==> src/mrdma_ig_pkg.sv <==
/* mrdma ingress shared definitions */

`default_nettype none

package mrdma_ig_pkg;

  // ======================================================================
  // address widths
  // ======================================================================

  // full byte address on the dma port
  localparam int unsigned mem_addr_width = 32;
  // one atom is 32 bytes
  localparam int unsigned atom_addr_bits = 5;
  // address in atom units, as programmed
  localparam int unsigned elem_addr_width = mem_addr_width - atom_addr_bits;

  // ======================================================================
  // cube shape
  // ======================================================================

  // width, height and channel register fields
  localparam int unsigned dim_width = 13;
  // channel blocks of 16 need one more bit than blocks of 32
  localparam int unsigned chan_blk_width = dim_width - atom_addr_bits + 1;

  // ======================================================================
  // payloads
  // ======================================================================

  localparam int unsigned req_size_width = 15;
  // size sits above the byte address
  localparam int unsigned dma_req_width = mem_addr_width + req_size_width;
  // size in [12:0], cube end in [13]
  localparam int unsigned cq_pd_width = 14;

  // perf counter
  localparam int unsigned stall_cnt_width = 32;

  // ======================================================================
  // input precision codes
  // ======================================================================

  localparam logic [1:0] prec_int8 = 2'd0;
  localparam logic [1:0] prec_int16 = 2'd1;

endpackage

`default_nettype wire

==> src/mrdma_ig_shape_decode.sv <==
/* mrdma ingress cube shape decode */

`timescale 1ns/1ps
`default_nettype none

module mrdma_ig_shape_decode (
  input  wire [1:0]                              reg2dp_in_precision,
  input  wire [mrdma_ig_pkg::dim_width-1:0]      reg2dp_channel,
  input  wire [mrdma_ig_pkg::dim_width-1:0]      reg2dp_width,
  input  wire [mrdma_ig_pkg::dim_width-1:0]      reg2dp_height,
  output logic                                   pack_mode,
  output logic [mrdma_ig_pkg::chan_blk_width-1:0] chan_blocks
);

  // 1x1 cube, all channels go out as one packed request
  assign pack_mode = (reg2dp_width == '0) && (reg2dp_height == '0);

  // ======================================================================
  // channel blocks, counted as last index
  // ======================================================================

  always_comb begin
    chan_blocks = '0;
    case (reg2dp_in_precision)
      mrdma_ig_pkg::prec_int8: begin
        // 32 channels of int8 per atom
        chan_blocks[mrdma_ig_pkg::dim_width-mrdma_ig_pkg::atom_addr_bits-1:0] =
          reg2dp_channel[mrdma_ig_pkg::dim_width-1:mrdma_ig_pkg::atom_addr_bits];
      end
      mrdma_ig_pkg::prec_int16: begin
        // 16 channels of int16 per atom
        chan_blocks =
          reg2dp_channel[mrdma_ig_pkg::dim_width-1:mrdma_ig_pkg::atom_addr_bits-1];
      end
      default: begin
        // wider formats also pack 16 per atom
        chan_blocks =
          reg2dp_channel[mrdma_ig_pkg::dim_width-1:mrdma_ig_pkg::atom_addr_bits-1];
      end
    endcase
  end

endmodule

`default_nettype wire

==> src/mrdma_ig_cube_walk.sv <==
/* mrdma ingress cube walk */

`timescale 1ns/1ps
`default_nettype none

module mrdma_ig_cube_walk (
  input  wire                                     nvdla_core_clk,
  input  wire                                     nvdla_core_rstn,
  input  wire                                     op_load,
  input  wire                                     cmd_accept,
  input  wire                                     pack_mode,
  input  wire [mrdma_ig_pkg::chan_blk_width-1:0]  chan_blocks,
  input  wire [mrdma_ig_pkg::dim_width-1:0]       reg2dp_height,
  output logic                                    cmd_active,
  output logic                                    surf_end,
  output logic                                    cube_end
);

  logic [mrdma_ig_pkg::dim_width-1:0]      count_h;
  logic [mrdma_ig_pkg::chan_blk_width-1:0] count_c;
  logic                                    is_last_h;
  logic                                    is_last_c;
  logic                                    cmd_done;

  // ======================================================================
  // end flags
  // ======================================================================

  assign is_last_h = (count_h == reg2dp_height);
  assign is_last_c = (count_c == chan_blocks);

  // pack mode: first request ends everything
  assign surf_end = pack_mode | is_last_h;
  assign cube_end = surf_end & (pack_mode | is_last_c);

  assign cmd_done = cmd_accept & cube_end;

  // ======================================================================
  // operation active
  // ======================================================================

  always_ff @(posedge nvdla_core_clk or negedge nvdla_core_rstn) begin
    if (!nvdla_core_rstn) begin
      cmd_active <= 1'b0;
    end else if (op_load) begin
      cmd_active <= 1'b1;
    end else if (cmd_done) begin
      cmd_active <= 1'b0;
    end
  end

  // line counter, wraps at surface end
  always_ff @(posedge nvdla_core_clk or negedge nvdla_core_rstn) begin
    if (!nvdla_core_rstn) begin
      count_h <= '0;
    end else if (op_load) begin
      count_h <= '0;
    end else if (cmd_accept) begin
      if (surf_end) begin
        count_h <= '0;
      end else begin
        count_h <= count_h + 1'b1;
      end
    end
  end

  // channel block counter
  // steps once per surface
  always_ff @(posedge nvdla_core_clk or negedge nvdla_core_rstn) begin
    if (!nvdla_core_rstn) begin
      count_c <= '0;
    end else if (op_load) begin
      count_c <= '0;
    end else if (cmd_accept) begin
      if (cube_end) begin
        count_c <= '0;
      end else if (surf_end) begin
        count_c <= count_c + 1'b1;
      end
    end
  end

  // done only inside a started operation
  a_done_when_active : assert property (
    @(posedge nvdla_core_clk) disable iff (!nvdla_core_rstn)
    !(cmd_done && !cmd_active)
  ) else $error("cube end accepted while no operation active");

endmodule

`default_nettype wire

==> src/mrdma_ig_addr_gen.sv <==
/* mrdma ingress address generation */

`timescale 1ns/1ps
`default_nettype none

module mrdma_ig_addr_gen (
  input  wire                                      nvdla_core_clk,
  input  wire                                      nvdla_core_rstn,
  input  wire                                      op_load,
  input  wire                                      cmd_accept,
  input  wire                                      surf_end,
  input  wire [mrdma_ig_pkg::elem_addr_width-1:0]  reg2dp_src_base_addr_low,
  input  wire [mrdma_ig_pkg::elem_addr_width-1:0]  reg2dp_src_line_stride,
  input  wire [mrdma_ig_pkg::elem_addr_width-1:0]  reg2dp_src_surface_stride,
  output logic [mrdma_ig_pkg::mem_addr_width-1:0]  req_addr
);

  logic [mrdma_ig_pkg::elem_addr_width-1:0] base_addr_line;
  logic [mrdma_ig_pkg::elem_addr_width-1:0] base_addr_surf;
  // one extra bit to catch wrap
  logic [mrdma_ig_pkg::elem_addr_width:0]   line_sum;
  logic [mrdma_ig_pkg::elem_addr_width:0]   surf_sum;

  // ======================================================================
  // next base candidates
  // ======================================================================

  assign line_sum = {1'b0, base_addr_line} + {1'b0, reg2dp_src_line_stride};
  assign surf_sum = {1'b0, base_addr_surf} + {1'b0, reg2dp_src_surface_stride};

  // surface base
  always_ff @(posedge nvdla_core_clk) begin
    if (op_load) begin
      base_addr_surf <= reg2dp_src_base_addr_low;
    end else if (cmd_accept && surf_end) begin
      base_addr_surf <= surf_sum[mrdma_ig_pkg::elem_addr_width-1:0];
    end
  end

  // line base
  // next surface restarts from the new surface base
  always_ff @(posedge nvdla_core_clk) begin
    if (op_load) begin
      base_addr_line <= reg2dp_src_base_addr_low;
    end else if (cmd_accept) begin
      if (surf_end) begin
        base_addr_line <= surf_sum[mrdma_ig_pkg::elem_addr_width-1:0];
      end else begin
        base_addr_line <= line_sum[mrdma_ig_pkg::elem_addr_width-1:0];
      end
    end
  end

  // atom to byte address
  assign req_addr = {base_addr_line, {mrdma_ig_pkg::atom_addr_bits{1'b0}}};

  // no wrap of the address space on any step taken
  a_no_addr_wrap : assert property (
    @(posedge nvdla_core_clk) disable iff (!nvdla_core_rstn)
    (cmd_accept && !op_load) |->
      !(surf_end ? surf_sum[mrdma_ig_pkg::elem_addr_width]
                 : line_sum[mrdma_ig_pkg::elem_addr_width])
  ) else $error("address step overflows the atom address range");

endmodule

`default_nettype wire

==> src/mrdma_ig_req_issue.sv <==
/* mrdma ingress request issue */

`timescale 1ns/1ps
`default_nettype none

module mrdma_ig_req_issue (
  input  wire                                     nvdla_core_clk,
  input  wire                                     nvdla_core_rstn,
  input  wire                                     cmd_active,
  input  wire                                     pack_mode,
  input  wire [mrdma_ig_pkg::chan_blk_width-1:0]  chan_blocks,
  input  wire [mrdma_ig_pkg::dim_width-1:0]       reg2dp_width,
  input  wire                                     cube_end,
  input  wire [mrdma_ig_pkg::mem_addr_width-1:0]  req_addr,
  input  wire                                     dma_rd_req_rdy,
  input  wire                                     ig2cq_prdy,
  output logic                                    dma_rd_req_vld,
  output logic [mrdma_ig_pkg::dma_req_width-1:0]  dma_rd_req_pd,
  output logic                                    ig2cq_pvld,
  output logic [mrdma_ig_pkg::cq_pd_width-1:0]    ig2cq_pd,
  output logic                                    cmd_accept
);

  logic [mrdma_ig_pkg::req_size_width-1:0] req_size;

  // ======================================================================
  // request size
  // ======================================================================

  always_comb begin
    req_size = '0;
    if (pack_mode) begin
      // one request carries all channel blocks
      req_size[mrdma_ig_pkg::chan_blk_width-1:0] = chan_blocks;
    end else begin
      req_size[mrdma_ig_pkg::dim_width-1:0] = reg2dp_width;
    end
  end

  // cross gated valids
  // neither side sees valid unless the other can take it
  assign dma_rd_req_vld = cmd_active & ig2cq_prdy;
  assign ig2cq_pvld     = cmd_active & dma_rd_req_rdy;
  assign cmd_accept     = dma_rd_req_vld & dma_rd_req_rdy;

  // payloads
  assign dma_rd_req_pd = {req_size, req_addr};
  assign ig2cq_pd      = {cube_end, req_size[mrdma_ig_pkg::cq_pd_width-2:0]};

  // a request held back by either side keeps its payload
  a_payload_hold : assert property (
    @(posedge nvdla_core_clk) disable iff (!nvdla_core_rstn)
    (cmd_active && !cmd_accept) |=> ($stable(dma_rd_req_pd) && $stable(ig2cq_pd))
  ) else $error("request payload changed while not accepted");

endmodule

`default_nettype wire

==> src/mrdma_ig_stall_cnt.sv <==
/* mrdma ingress stall counter */

`timescale 1ns/1ps
`default_nettype none

module mrdma_ig_stall_cnt (
  input  wire                                      nvdla_core_clk,
  input  wire                                      nvdla_core_rstn,
  input  wire                                      op_load,
  input  wire                                      reg2dp_perf_dma_en,
  input  wire                                      dma_rd_req_vld,
  input  wire                                      dma_rd_req_rdy,
  output logic [mrdma_ig_pkg::stall_cnt_width-1:0] dp2reg_mrdma_stall
);

  logic cnt_en;
  logic stall_inc;

  // valid held against a busy dma
  assign stall_inc = dma_rd_req_vld & ~dma_rd_req_rdy;

  // enable taken per operation
  always_ff @(posedge nvdla_core_clk or negedge nvdla_core_rstn) begin
    if (!nvdla_core_rstn) begin
      cnt_en <= 1'b0;
    end else if (op_load) begin
      cnt_en <= reg2dp_perf_dma_en;
    end
  end

  // clear on load only when the old enable was set
  always_ff @(posedge nvdla_core_clk or negedge nvdla_core_rstn) begin
    if (!nvdla_core_rstn) begin
      dp2reg_mrdma_stall <= '0;
    end else if (cnt_en) begin
      if (op_load) begin
        dp2reg_mrdma_stall <= '0;
      end else if (stall_inc) begin
        dp2reg_mrdma_stall <= dp2reg_mrdma_stall + 1'b1;
      end
    end
  end

endmodule

`default_nettype wire

==> src/mrdma_ig.sv <==
/* mrdma read ingress top */

`timescale 1ns/1ps
`default_nettype none

module mrdma_ig (
  input  wire                                      nvdla_core_clk,
  input  wire                                      nvdla_core_rstn,
  input  wire                                      op_load,
  // configuration, stable during an operation
  input  wire [mrdma_ig_pkg::dim_width-1:0]        reg2dp_channel,
  input  wire [mrdma_ig_pkg::dim_width-1:0]        reg2dp_height,
  input  wire [mrdma_ig_pkg::dim_width-1:0]        reg2dp_width,
  input  wire [1:0]                                reg2dp_in_precision,
  input  wire [mrdma_ig_pkg::elem_addr_width-1:0]  reg2dp_src_base_addr_low,
  input  wire [mrdma_ig_pkg::elem_addr_width-1:0]  reg2dp_src_line_stride,
  input  wire [mrdma_ig_pkg::elem_addr_width-1:0]  reg2dp_src_surface_stride,
  input  wire                                      reg2dp_src_ram_type,
  input  wire                                      reg2dp_perf_dma_en,
  // dma read request
  output logic                                     dma_rd_req_vld,
  input  wire                                      dma_rd_req_rdy,
  output logic [mrdma_ig_pkg::dma_req_width-1:0]   dma_rd_req_pd,
  output logic                                     dma_rd_req_ram_type,
  // context queue
  output logic                                     ig2cq_pvld,
  input  wire                                      ig2cq_prdy,
  output logic [mrdma_ig_pkg::cq_pd_width-1:0]     ig2cq_pd,
  // perf
  output logic [mrdma_ig_pkg::stall_cnt_width-1:0] dp2reg_mrdma_stall
);

  logic                                    pack_mode;
  logic [mrdma_ig_pkg::chan_blk_width-1:0] chan_blocks;
  logic                                    cmd_active;
  logic                                    cmd_accept;
  logic                                    surf_end;
  logic                                    cube_end;
  logic [mrdma_ig_pkg::mem_addr_width-1:0] req_addr;

  // ram select passes straight through
  assign dma_rd_req_ram_type = reg2dp_src_ram_type;

  mrdma_ig_shape_decode u_shape_decode (
    .reg2dp_in_precision (reg2dp_in_precision),
    .reg2dp_channel      (reg2dp_channel),
    .reg2dp_width        (reg2dp_width),
    .reg2dp_height       (reg2dp_height),
    .pack_mode           (pack_mode),
    .chan_blocks         (chan_blocks)
  );

  mrdma_ig_cube_walk u_cube_walk (
    .nvdla_core_clk  (nvdla_core_clk),
    .nvdla_core_rstn (nvdla_core_rstn),
    .op_load         (op_load),
    .cmd_accept      (cmd_accept),
    .pack_mode       (pack_mode),
    .chan_blocks     (chan_blocks),
    .reg2dp_height   (reg2dp_height),
    .cmd_active      (cmd_active),
    .surf_end        (surf_end),
    .cube_end        (cube_end)
  );

  mrdma_ig_addr_gen u_addr_gen (
    .nvdla_core_clk            (nvdla_core_clk),
    .nvdla_core_rstn           (nvdla_core_rstn),
    .op_load                   (op_load),
    .cmd_accept                (cmd_accept),
    .surf_end                  (surf_end),
    .reg2dp_src_base_addr_low  (reg2dp_src_base_addr_low),
    .reg2dp_src_line_stride    (reg2dp_src_line_stride),
    .reg2dp_src_surface_stride (reg2dp_src_surface_stride),
    .req_addr                  (req_addr)
  );

  mrdma_ig_req_issue u_req_issue (
    .nvdla_core_clk  (nvdla_core_clk),
    .nvdla_core_rstn (nvdla_core_rstn),
    .cmd_active      (cmd_active),
    .pack_mode       (pack_mode),
    .chan_blocks     (chan_blocks),
    .reg2dp_width    (reg2dp_width),
    .cube_end        (cube_end),
    .req_addr        (req_addr),
    .dma_rd_req_rdy  (dma_rd_req_rdy),
    .ig2cq_prdy      (ig2cq_prdy),
    .dma_rd_req_vld  (dma_rd_req_vld),
    .dma_rd_req_pd   (dma_rd_req_pd),
    .ig2cq_pvld      (ig2cq_pvld),
    .ig2cq_pd        (ig2cq_pd),
    .cmd_accept      (cmd_accept)
  );

  mrdma_ig_stall_cnt u_stall_cnt (
    .nvdla_core_clk     (nvdla_core_clk),
    .nvdla_core_rstn    (nvdla_core_rstn),
    .op_load            (op_load),
    .reg2dp_perf_dma_en (reg2dp_perf_dma_en),
    .dma_rd_req_vld     (dma_rd_req_vld),
    .dma_rd_req_rdy     (dma_rd_req_rdy),
    .dp2reg_mrdma_stall (dp2reg_mrdma_stall)
  );

endmodule

`default_nettype wire

==> config.mk <==
export PLATFORM = sky130hd
export DESIGN_NAME = mrdma_ig
export DESIGN_NICKNAME = d
export VERILOG_FILES = /design/src/mrdma_ig_pkg.sv /design/src/mrdma_ig_shape_decode.sv /design/src/mrdma_ig_cube_walk.sv /design/src/mrdma_ig_addr_gen.sv /design/src/mrdma_ig_req_issue.sv /design/src/mrdma_ig_stall_cnt.sv /design/src/mrdma_ig.sv
export SDC_FILE = /design/constraint.sdc
export NUM_CORES = 1
export LEC_CHECK = 0
export BUFFER_PORTS_ARGS = -buffer_cell sky130_fd_sc_hd__buf_2
export CORE_MARGIN = 5
export CORE_UTILIZATION = 32
export DETAILED_ROUTE_END_ITERATION = 16
export GPL_TIMING_DRIVEN = 0
export PLACE_DENSITY = 0.62
export SLEW_MARGIN = 5
export SYNTH_ARGS = -nofsm -noshare
export SYNTH_HDL_FRONTEND = slang
export SYNTH_HIERARCHICAL = 1
export SYNTH_SLANG_ARGS = --single-unit
==> constraint.sdc <==
create_clock -name nvdla_core_clk -period 3.25 [get_ports nvdla_core_clk]
set_input_delay 0.65 -clock nvdla_core_clk [delete_from_list [all_inputs] [get_ports nvdla_core_clk]]
set_output_delay 0.65 -clock nvdla_core_clk [all_outputs]
set_load 0.03 [all_outputs]
==> summary.md, run 1 <==
| Metric | Value |
|---|---|
| RePlAce Congestion | `0.8762` |
| Final HPWL DP | `21900 µm` |
| CTS hold repair buffers | `0` |
| Worst Max-Slew Pin Slew | `0.8784 ns` |
| Number of setup violations in the final report | `0` |
| Reg clk slew, reported paths | `0.08 ns` |
| Area leader, netlist | `edfxtp_1` |
| Core area | `0.02801 mm²` |
| Filler cells | `2836` |
| Avg Cell Area, Syn | `8.966 µm²` |
| Die height | `179.1 µm` |
| Syn Inst Count | `1020` |
| Finished Layout Cells | `1634` |
| Cells along the critical path | `buf_2 > ha_1 > inv_1 > fa_1 > nand2b_1 > a21oi_2 > o211ai_2 > o221ai_2 > a41oi_4 > o21ba_2 > o21ai_2 > xnor2_1 > a221o_1` |
| Initial antenna violation count | `0` |
| XOR/XNOR share of the synthesized area | `0.07566` |
| Max-slew violation count | `0` |
| Vias per cell | `5.141` |
| Synth top area share | `0.1773` |
| Most used flip-flop cell after synthesis | `dfrtp_1` |
| DR pass1 iterations | `5` |
| Starting Density | `0.3265` |
| Req. time, crit path | `3.36 ns` |
| Clk_lat worst skew | `0.36 ns` |
| Setup TNS | `0 ns` |
| Post-synthesis adder-cell area fraction | `0.07963` |
| CP max FO | `4` |
| Max cap viols | `0` |
| Crit path kind | `in -> reg` |
| Seq/Total Area, Yosys | `0.3306` |
| Io pins | `225` |
| Root Driver | `clkbuf_16` |
| Setup slack, reg-to-reg | `0.14 ns` |
| Area Growth Syn to Fin | `21.17%` |
| CP endpoint kind | `register` |
| Global-route wire length before repair | `43060 µm` |
| Clock tree buffer depth | `2` |
| Gr usage total | `0.1680` |
| DR vias | `8400` |
| Simple-Gate Fraction of Synth Area | `0.1932` |
| Max VDD drop | `0.0002685 V` |
| FFs w/ async S/R, synth | `0.5091` |
| # rows | `61` |
| Dominant cells by area after synthesis | `edfxtp_1, dfrtp_1, ha_1, buf_4, nand2_1` |
| TritonCTS clock tree | `yes` |
| Mux contribution to synthesized area | `0.04515` |
| Die width | `179.1 µm` |
| # nets final | `1437` |
| CP startpoint kind | `input port` |
| Clock Sinks | `110` |
| Final Cell Area | `0.01108 mm²` |
| Crit path DAT | `3.25 ns` |
| Status | `finished, final reports clean` |
| Pin count of the biggest net entering global routing | `57` |
| Gr ovfl total | `0` |
| Critical path's slowest cell | `fa_1` |
| ANT cells | `0` |
| Placed Cells | `1615` |
| Drt drc | `0` |
| Slew HR | `0.4118` |
| Largest stage delay on the critical path | `0.39 ns` |
| Tot Pwr | `5.178 mW` |
| DR WL/cell | `16.79 µm` |
| CTS Buf Count | `9` |
| Number of global-route vias before repair | `8258` |
| Post-Route WL | `27430 µm` |
| Yosys reg bits | `110` |
| Final period demand of the worst path | `3.138 ns` |
| Layout cells sized above 1 | `0.2850` |
| Unrepaired setup endpoints after global routing | `false` |
| Cell area after placement | `0.01070 mm²` |
| Tcrit/Tclk final | `0.9657` |
| Netlist cell types | `85` |
| CTS HTree Levels | `3` |
| Largest family of logic cells by synthesized area | `compound AO/OA/AOI/OAI gates` |
| Post-route ant nets | `0` |
| Worst hold path type | `in -> async` |
| Final Skew | `0.01296 ns` |
| Post-synth EDFFs | `54` |
| Synth warn | `6` |
| Area of the die | `0.03206 mm²` |
| Post-Syn Area | `0.009145 mm²` |
| Fin. Hold Viols | `0` |
| PortBufs | `212` |
| Compound-Gate Fraction of Synth Area | `0.1974` |
| Fmax | `0.3186 GHz` |
| Pwr/cell area | `467.3 mW/mm²` |
| Initial DRC count | `540` |
| Leakage | `4.863 nW` |
==> through the flow <==
| stage | setup WS (ns) | hold slack (ns) | utilization |
|---|---|---|---|
| 2_1_floorplan | 0.008181 | 0.3544 | - |
| 3_3_place_gp | -1.044 | 0.5303 | 0.3819 |
| 3_5_place_dp | -1.077 | 0.5381 | 0.3820 |
| 4_1_cts | 0.007940 | 0.3771 | 0.3941 |
| 5_1_grt | 0.008644 | 0.4151 | 0.3956 |
| 6_report | 0.1115 | 0.3450 | 0.3956 |
==> cells in the final DEF, fill, tap and decap left out, types with 23 or more instances in the layout <==
master / n
a21oi_1: 58
dfrtp_1: 56
nand3_1: 33
nor2_1: 64
buf_2: 213
xor2_1: 36
inv_1: 33
nand2_1: 106
edfxtp_1: 54
nand2b_1: 23
clkbuf_1: 25
ha_1: 55
xnor2_1: 43
buf_4: 58
o21ai_0: 65
==> flip-flops by register name, summed over array words and instances (netlist names) <==
signal	cells
u_stall_cnt/dp2reg_mrdma_stall	32
u_addr_gen/base_addr_line	27
u_addr_gen/base_addr_surf	27
u_cube_walk/count_h	13
u_cube_walk/count_c	9
u_cube_walk/cmd_active	1
u_stall_cnt/cnt_en	1
==> critical path: cells and delay by family <==
kind                       cells  cell delay, ns
adders and majority gates      2            0.57
and+or+nand+nor                1            0.19
AOI/OAI and AO/OA              7            1.57
buffers and inverters          2            0.15
xor gates and xnor gates       1            0.11
==> report_power, final <==
group / internal [mW] / total (mW) / switching, mW
clock network: 0.679 / 1.22 / 0.541
logic: 0.885 / 2.19 / 1.31
registers: 1.65 / 1.77 / 0.114
==> cell type report <==
type | count | area (µm²) | area share
buffer | 92 | 584.3 | 0.05273
clock buffer | 9 | 225.2 | 0.02033
clock inverter | 7 | 95.09 | 0.008582
inverter | 33 | 123.9 | 0.01118
multi-input combinational | 790 | 5470 | 0.4937
sequential | 110 | 3023 | 0.2728
tap | 378 | 473.0 | 0.04268
timing repair buffer | 215 | 1086 | 0.09801
==> final timing paths <==
kind / end / startpoint / cells after the start
min in group nvdla_core_clk: u_stall_cnt/cnt_en$_DFFE_PN0P_ / reg2dp_perf_dma_en / 3
setup reg to reg: u_addr_gen/base_addr_line[20]$_DFFE_PP_ / u_addr_gen/base_addr_surf[5]$_DFFE_PP_ / 9
setup / recovery: u_addr_gen/base_addr_line[26]$_DFFE_PP_ / reg2dp_src_surface_stride[0] / 13
max in group asynchronous: u_stall_cnt/dp2reg_mrdma_stall[25]$_DFFE_PN0P_ / nvdla_core_rstn / 1
hold reg to reg: u_stall_cnt/dp2reg_mrdma_stall[31]$_DFFE_PN0P_ / u_stall_cnt/dp2reg_mrdma_stall[31]$_DFFE_PN0P_ / 2
hold / removal: u_stall_cnt/dp2reg_mrdma_stall[20]$_DFFE_PN0P_ / nvdla_core_rstn / 1
==> cell usage after synthesis (8+ instances only) <==
master,n
or4_1,9
o21a_1,8
clkbuf_1,27
and3_1,11
dfrtp_1,56
nand4_1,13
xnor2_1,43
a21o_1,14
mux2_2,18
o2111ai_1,8
ha_1,55
inv_1,33
xor2_1,36
nor2_1,65
nand2b_1,23
o21ai_1,9
a21oi_1,58
nor4_1,19
nand3_1,33
o21ai_0,66
mux2i_1,12
buf_4,54
edfxtp_1,54
o211ai_1,18
or3_1,9
a31oi_1,10
nor3_1,10
nand2_1,108
o31ai_1,8
==> repair_timing <==
item,4_1_cts,5_1_grt
cloned,0,1
setup endpoints to repair,53,46
buffers inserted,1,2
resized for setup,6,6
pin swaps,1,1
==> cell families (layout without fill, tap and decap cells) <==
| kind of cell | after synthesis | after routing |
|---|---|---|
| compound gates | 265 | 265 |
| xor+xnor | 79 | 79 |
| fa+ha+maj | 57 | 57 |
| buf+inv | 126 | 356 |
| flops | 110 | 110 |
| mux | 36 | 36 |
| other cells | 2 | 7 |
| simple gates | 345 | 346 |
==> per-layer routing <==
layer | global-route usage | wire length (µm) | vias to the layer above
li1 | - | - | 4175
met1 | 0.2221 | 12230 | 3948
met2 | 0.2835 | 13100 | 237
met3 | 0.02552 | 1516 | 40
met4 | 0.05085 | 583 | 0
met5 | 0 | 0 | -
Note: power is estimated with default switching activity, not from simulation.
==> run 2, diff against run 1 <==
- ABC_AREA: not set -> 1
- PLACE_DENSITY: 0.62 -> 0.61
==> run 2 against run 1 <==
Against the previous run:
- clock-buffer cell count grew 1
- die area up 18%
- register-to-register slack better by 0.42 ns
- synthesized area increased by 19%
- worst hold slack gained 0.0018 ns
==> summary.md, run 2 <==
| Metric | Value |
|---|---|
| Status | `finished, final reports clean` |
| DR WL/cell | `14.52 µm (-14%)` |
| Core area | `0.03353 mm² (+20%)` |
| RePlAce Congestion | `0.9739 (+11%)` |
| Reg clk slew, reported paths | `0.08 ns (about the same)` |
| Gr ovfl total | `0 (unchanged)` |
| # nets final | `2122 (+48%)` |
| Tcrit/Tclk final | `0.9322 (-0.03353)` |
| CP endpoint kind | `primary output` |
| Most used flip-flop cell after synthesis | `dfrtp_1` |
| DR vias | `11150 (+33%)` |
| Number of global-route vias before repair | `10940 (+32%)` |
| Starting Density | `0.3244 (-0.002118)` |
| Register-to-Register Path Depth | `11 (+2)` |
| Netlist cell types | `60 (-29%)` |
| Crit path DAT | `2.38 ns (-0.87 ns)` |
| Final period demand of the worst path | `3.030 ns (-0.1090 ns)` |
| Post-Route WL | `34680 µm (+26%)` |
| Top flop regs | `u_stall_cnt/dp2reg_mrdma_stall: 32 flops, u_addr_gen/base_addr_line: 27 flops, u_addr_gen/base_addr_surf: 27 flops` |
| CP startpoint kind | `input port` |
| Unrepaired setup endpoints after global routing | `false` |
| Worst Max-Slew Pin Slew | `1.227 ns (+0.3487 ns)` |
| Most numerous cell in the Yosys netlist | `nand2_1` |
| Leakage | `7.156 nW (+47%)` |
| Final HPWL DP | `28870 µm (+32%)` |
| Fin. Hold Viols | `0 (unchanged)` |
| Global-route wire length before repair | `54830 µm (+27%)` |
| Synth warn | `6 (unchanged)` |
| Final Cell Area | `0.01285 mm² (+16%)` |
| Layout cells sized above 1 | `0.1870 (-0.09801)` |
| Filler cells | `3658 (+29%)` |
| Seq/Total Area, Yosys | `0.2779 (-0.05263)` |
| Vias per cell | `4.668 (-9.2%)` |
| Clock tree buffer depth | `2 (unchanged)` |
| Crit path kind | `in -> out` |
| Max reg flops | `32 (unchanged)` |
| Root Driver | `clkbuf_16` |
| Worst slack, placed | `-0.5051 ns (+0.5720 ns)` |
| Setup TNS | `0 ns (unchanged)` |
| Area Growth Syn to Fin | `18.11%` |
| Die width | `194.4 µm (+8.6%)` |
| Largest Register | `u_stall_cnt/dp2reg_mrdma_stall` |
| Final Skew | `0.01445 ns (+0.001490 ns)` |
| Die height | `194.4 µm (+8.6%)` |
| Reg-to-Reg Start | `u_cube_walk/count_h[10]$_DFFE_PN0P_` |
| TritonCTS clock tree | `yes` |
| Clk_lat worst skew | `0.37 ns (about the same)` |
| Post-synth EDFFs | `54 (unchanged)` |
| Io pins | `225 (unchanged)` |
| Fmax | `0.3301 GHz (+3.6%)` |
| Number of setup violations in the final report | `0 (unchanged)` |
| DR pass1 iterations | `5 (unchanged)` |
| Setup slack, reg-to-reg | `0.56 ns (+0.42 ns)` |
| Avg Cell Area, Syn | `6.376 µm² (-29%)` |
| Max cap viols | `0 (unchanged)` |
| Syn Inst Count | `1706 (+67%)` |
| Clock Sinks | `110 (unchanged)` |
| Util after Layout | `0.3831 (-0.01249)` |
| CP max FO | `10 (+6)` |
| Initial antenna violation count | `0 (unchanged)` |
| Req. time, crit path | `2.60 ns (-0.76 ns)` |
| Initial DRC count | `634 (+17%)` |
| Pin count of the biggest net entering global routing | `57 (unchanged)` |
| Slew HR | `0.1799 (-0.2319)` |
| Fin worst setup slack | `0.2205 ns (+0.1090 ns)` |
| RR Endpoint | `u_addr_gen/base_addr_surf[21]$_DFFE_PP_` |
| PortBufs | `212 (unchanged)` |
| CTS Buf Count | `9 (unchanged)` |
| Max-slew violation count | `0 (unchanged)` |
| Yosys reg bits | `110 (unchanged)` |
| Post-Syn Area | `0.01088 mm² (+19%)` |
| Worst hold path type | `in -> async` |
| ANT cells | `0 (unchanged)` |
| Area leader, netlist | `nand2_1` |
| FFs w/ async S/R, synth | `0.5091 (unchanged)` |
| Most frequent cells in the layout | `nand2_1, inv_1, buf_2` |
| Post-route ant nets | `0 (unchanged)` |
| Synth top area share | `0.2046 (+0.02733)` |
| Cell area after placement | `0.01256 mm² (+17%)` |
| Dominant cells by area after synthesis | `nand2_1, edfxtp_1, dfrtp_1, inv_1, nor2_1` |
| Gr usage total | `0.1786 (+0.01061)` |
| Area of the die | `0.03778 mm² (+18%)` |
| Fin Hold WS | `0.3468 ns (+0.001784 ns)` |
| Drt drc | `0 (unchanged)` |
| CTS HTree Levels | `3 (unchanged)` |
| Synth top cells by count | `nand2_1, inv_1, nor2_1` |
| Max VDD drop | `0.0002472 V (-7.9%)` |
| Pwr/cell area | `407.8 mW/mm² (-13%)` |
| # rows | `67 (+9.8%)` |
| Commonest non-fill, non-tap cell in the layout | `nand2_1` |
-- run 2: cell types whose count changed after synthesis, moves of 21 or more --
cell / delta
clkbuf_1: -21
inv_1: +233
nand2_1: +485
nand2b_1: -23
nand3_1: +91
nor2_1: +121
xnor2_1: -28
-- run 2: per-layer routing --
metal	up-vias	wire length [µm]	global-route usage
met2	291	16670	0.3178
met5	-	0	0
met3	50	1733	0.02684
li1	5744	-	-
met1	5067	15380	0.2253
met4	0	886	0.05052
-- run 2: cell type report --
cell class	count	area [µm²]	area share
multi-input combinational	1246	6238	0.4856
timing repair buffer	214	1111	0.08649
inverter	278	1046	0.08143
sequential	110	3023	0.2353
clock inverter	6	36.28	0.002825
clock buffer	10	229.0	0.01782
tap	448	560.5	0.04363
buffer	77	601.8	0.04685
-- run 2: logic make-up (layout without fill, tap and decap cells) --
logic type      count (synthesis)  count (layout)  synth area share
simple gates                  991             991            0.3902
buf+inv                       355             585            0.1515
flops                         110             110            0.2779
compound gates                155             155           0.08374
xor+xnor                       36              36           0.02899
fa+ha+maj                      57              57           0.06695
other cells                     2               7         0.0006905
-- run 2: report_power, final --
group,internal (mW),total (mW),switching [mW],leakage (nW)
sequential,1.64,1.75,0.107,1.31
combinational,0.853,2.40,1.55,5.71
clock,0.522,1.09,0.569,0.134
total,3.02,5.24,2.22,7.16
-- run 2: how the worst max path moves through the flow --
stage                                  from                                       to  slack (ns)  cells after the start
after floorplan             reg2dp_width[2]   u_addr_gen/base_addr_surf[0]$_DFFE_PP_        0.09                      9
after global placement      reg2dp_width[2]  u_addr_gen/base_addr_surf[25]$_DFFE_PP_       -1.10                     10
after detailed placement    reg2dp_width[2]  u_addr_gen/base_addr_surf[24]$_DFFE_PP_       -0.51                     11
after CTS                   reg2dp_width[2]                             ig2cq_pd[13]        0.07                     12
after global routing      reg2dp_height[11]                             ig2cq_pd[13]        0.02                     13
final                       reg2dp_width[2]                             ig2cq_pd[13]        0.22                     12
-- run 2: worst max-delay path, stage by stage --
cell and delay (ns):
buf_2 0.10, or2_0 0.24, nor2_1 0.11, nand2_1 0.06
nor2_2 0.24, inv_1 0.18, nand2_2 0.23, nand2_2 0.09
buf_6 0.15, inv_1 0.05, buf_4 0.09, buf_2 0.18
-- run 2: repair_timing --
action | 4_1_cts | 5_1_grt
gates resized for setup | 0 | 1
hold buffers | 0 | 0
pin swaps | 1 | 0
buffers inserted | 1 | 0
setup endpoints to repair | 16 | 28
-- run 2: metrics by stage --
step | power [mW] | std cells
2_1_floorplan | 3.476 | 1711
3_3_place_gp | 4.117 | 2371
3_5_place_dp | 4.153 | 2372
4_1_cts | 5.272 | 2389
5_1_grt | 5.636 | 2389
6_report | 5.239 | 2389
==> run 3, diff against run 2 <==
- PLACE_DENSITY: 0.61 -> 0.57
- SKIP_LAST_GASP: not set -> 1
==> run 3 against run 2 <==
Against the previous run:
- clock power hardly changed
- die area unchanged
- sequential share of layout area hardly changed
- highest routed layer is now met5
- wire length barely moved
- first-iteration DRC count shrank 2.1%
==> summary.md, run 3 (same netlist as run 2, synthesis figures left out) <==
| Metric | Value |
|---|---|
| Initial antenna violation count | `1 (+1)` |
| DR vias | `11080 (-0.64%)` |
| Clock Sinks | `110 (unchanged)` |
| Final period demand of the worst path | `2.985 ns (-0.04465 ns)` |
| Io pins | `225 (unchanged)` |
| Final Skew | `0.01491 ns (+0.0004568 ns)` |
| Vias per cell | `4.636 (-0.68%)` |
| Tcrit/Tclk final | `0.9184 (-0.01374)` |
| Setup slack, reg-to-reg | `0.49 ns (-0.07 ns)` |
| Crit path kind | `in -> out` |
| Critical path's slowest cell | `or2_0` |
| Unrepaired setup endpoints after global routing | `false` |
| Final Cell Area | `0.01286 mm² (+0.15%)` |
| # nets final | `2122 (unchanged)` |
| Max reg flops | `32 (unchanged)` |
| Largest Register | `u_stall_cnt/dp2reg_mrdma_stall` |
| Most frequent cells in the layout | `nand2_1, inv_1, buf_2` |
| Gr ovfl total | `0 (unchanged)` |
| Fmax | `0.3350 GHz (+1.5%)` |
| Worst hold path type | `in -> async` |
| Starting Density | `0.3244 (unchanged)` |
| Max-slew violation count | `0 (unchanged)` |
| Slew HR | `0.5024 (+0.3225)` |
| Max cap viols | `0 (unchanged)` |
| CTS HTree Levels | `3 (unchanged)` |
| Req. time, crit path | `2.60 ns (about the same)` |
| Setup TNS | `0 ns (unchanged)` |
| Number of global-route vias before repair | `10680 (-2.4%)` |
| DR pass1 iterations | `5 (unchanged)` |
| Register-to-Register Path Depth | `11 (unchanged)` |
| CTS hold repair buffers | `0 (unchanged)` |
| PortBufs | `212 (unchanged)` |
| Area Growth Syn to Fin | `18.28%` |
| Gr usage total | `0.1785 (about the same)` |
| CP max FO | `10 (unchanged)` |
| Core area | `0.03353 mm² (unchanged)` |
| DR WL/cell | `14.52 µm (about the same)` |
| Die width | `194.4 µm (unchanged)` |
| Max VDD drop | `0.0002483 V (+0.46%)` |
| Fin Hold WS | `0.3341 ns (-0.01270 ns)` |
| Pin count of the biggest net entering global routing | `57 (unchanged)` |
| Post-Route WL | `34690 µm (about the same)` |
| Cell area after placement | `0.01256 mm² (unchanged)` |
| Fin worst setup slack | `0.2652 ns (+0.04465 ns)` |
| Status | `finished, final reports clean` |
| Top flop regs | `u_stall_cnt/dp2reg_mrdma_stall: 32 flops, u_addr_gen/base_addr_line: 27 flops, u_addr_gen/base_addr_surf: 27 flops` |
| CP endpoint kind | `primary output` |
| Combinational Power Share | `0.456 (-0.002)` |
| Layout cells sized above 1 | `0.1875 (+0.0005152)` |
| NetSw | `2.239 mW (+0.82%)` |
| # rows | `67 (unchanged)` |
| Leakage | `7.159 nW (about the same)` |
| Area of the die | `0.03778 mm² (unchanged)` |
| Sw Share | `0.4254 (+0.001423)` |
| Initial DRC count | `621 (-2.1%)` |
| Fin. Hold Viols | `0 (unchanged)` |
| CP startpoint kind | `input port` |
| Drt drc | `0 (unchanged)` |
| Cells along the critical path | `buf_2 > or2_0 > nor2_1 > nand2_1 > nor2_4 > inv_1 > nand2_2 > nand2_2 > buf_6 > inv_1 > buf_4 > buf_2` |
| Post-route ant nets | `0 (unchanged)` |
| CTS Buf Count | `9 (unchanged)` |
| Pwr/cell area | `409.2 mW/mm² (+0.34%)` |
| Global-route wire length before repair | `54830 µm (unchanged)` |
| Util after Layout | `0.3837 (+0.0005600)` |
| Number of setup violations in the final report | `0 (unchanged)` |
| Internal | `3.025 mW (+0.23%)` |
| Final HPWL DP | `29130 µm (+0.93%)` |
| Part of the power in registers | `0.332 (-0.002)` |
| Placed Cells | `2372 (unchanged)` |
| Crit path DAT | `2.33 ns (-0.05 ns)` |
| Worst Max-Slew Pin Slew | `0.7465 ns (-0.4807 ns)` |
| Reg-to-Reg Start | `u_cube_walk/count_h[7]$_DFFE_PN0P_` |
| Clk_lat worst skew | `0.37 ns (about the same)` |
| Reg clk slew, reported paths | `0.08 ns (about the same)` |
| Worst slack, placed | `-0.5944 ns (-0.08921 ns)` |
| TritonCTS clock tree | `yes` |
| Clock tree buffer depth | `2 (unchanged)` |
| Root Driver | `clkbuf_16` |
| Tot Pwr | `5.264 mW (+0.48%)` |
| Commonest non-fill, non-tap cell in the layout | `nand2_1` |
| RR Endpoint | `u_addr_gen/base_addr_surf[24]$_DFFE_PP_` |
| RePlAce Congestion | `0.9285 (-4.7%)` |
| Die height | `194.4 µm (unchanged)` |
| Largest stage delay on the critical path | `0.23 ns (about the same)` |
| Clock group share of total power | `0.212 (+0.004)` |
| Finished Layout Cells | `2390 (+0.042%)` |
## run 3: cell count changes in the layout (fill, tap and decap cells not counted), sizes merged
cell / previous run / this run
clkinv: 9 / 8
inv: 275 / 276
diode: 0 / 1
## run 3: what timing repair did
item                       CTS  global route
setup buffers                1             0
pin swaps                    1             0
resized for setup            1             1
setup endpoints to repair   28             1
## run 3: final cells by class
cell class	count	area [µm²]
Multi-Input combinational cell	1246	6246
Buffer	77	601.8
Clock buffer	10	229.0
Sequential cell	110	3023
Antenna cell	1	2.502
Clock inverter	6	45.04
Timing Repair Buffer	214	1111
Inverter	278	1046
Tap cell	448	560.5
Fill cell	3716	20670
## run 3: worst max-delay path: cells and delay by family
kind                   cells  cell delay [ns]
and+or+nand+nor            6             0.98
buffers and inverters      6             0.70
## run 3: per-layer routing
| layer | track usage | wire [µm] |
|---|---|---|
| met1 | 0.2251 | 15110 |
| met5 | 0 | 13 |
| met4 | 0.04349 | 716 |
| met2 | 0.3193 | 16910 |
| met3 | 0.02909 | 1944 |
## run 3: power by group through the flow
stage / Clock [mW] / Combinational, mW / Sequential, mW
2_1_floorplan: 0 / 1.72 / 1.76
3_3_place_gp: 0 / 2.36 / 1.78
3_5_place_dp: 0 / 2.38 / 1.78
4_1_cts: 1.16 / 2.40 / 1.75
5_1_grt: 1.21 / 2.69 / 1.76
6_report: 1.11 / 2.40 / 1.75
## run 3: worst max-delay path by stage
stage,startpoint,slack [ns],depth (start not counted),endpoint
floorplan,reg2dp_width[2],0.09,9,u_addr_gen/base_addr_surf[0]$_DFFE_PP_
CTS,reg2dp_width[2],0.13,12,ig2cq_pd[13]
finish,reg2dp_width[2],0.27,12,ig2cq_pd[13]
global placement,reg2dp_width[2],-1.20,10,u_addr_gen/base_addr_surf[25]$_DFFE_PP_
global route,reg2dp_width[2],0.11,12,ig2cq_pd[13]
detailed placement,reg2dp_width[2],-0.59,11,u_addr_gen/base_addr_surf[25]$_DFFE_PP_
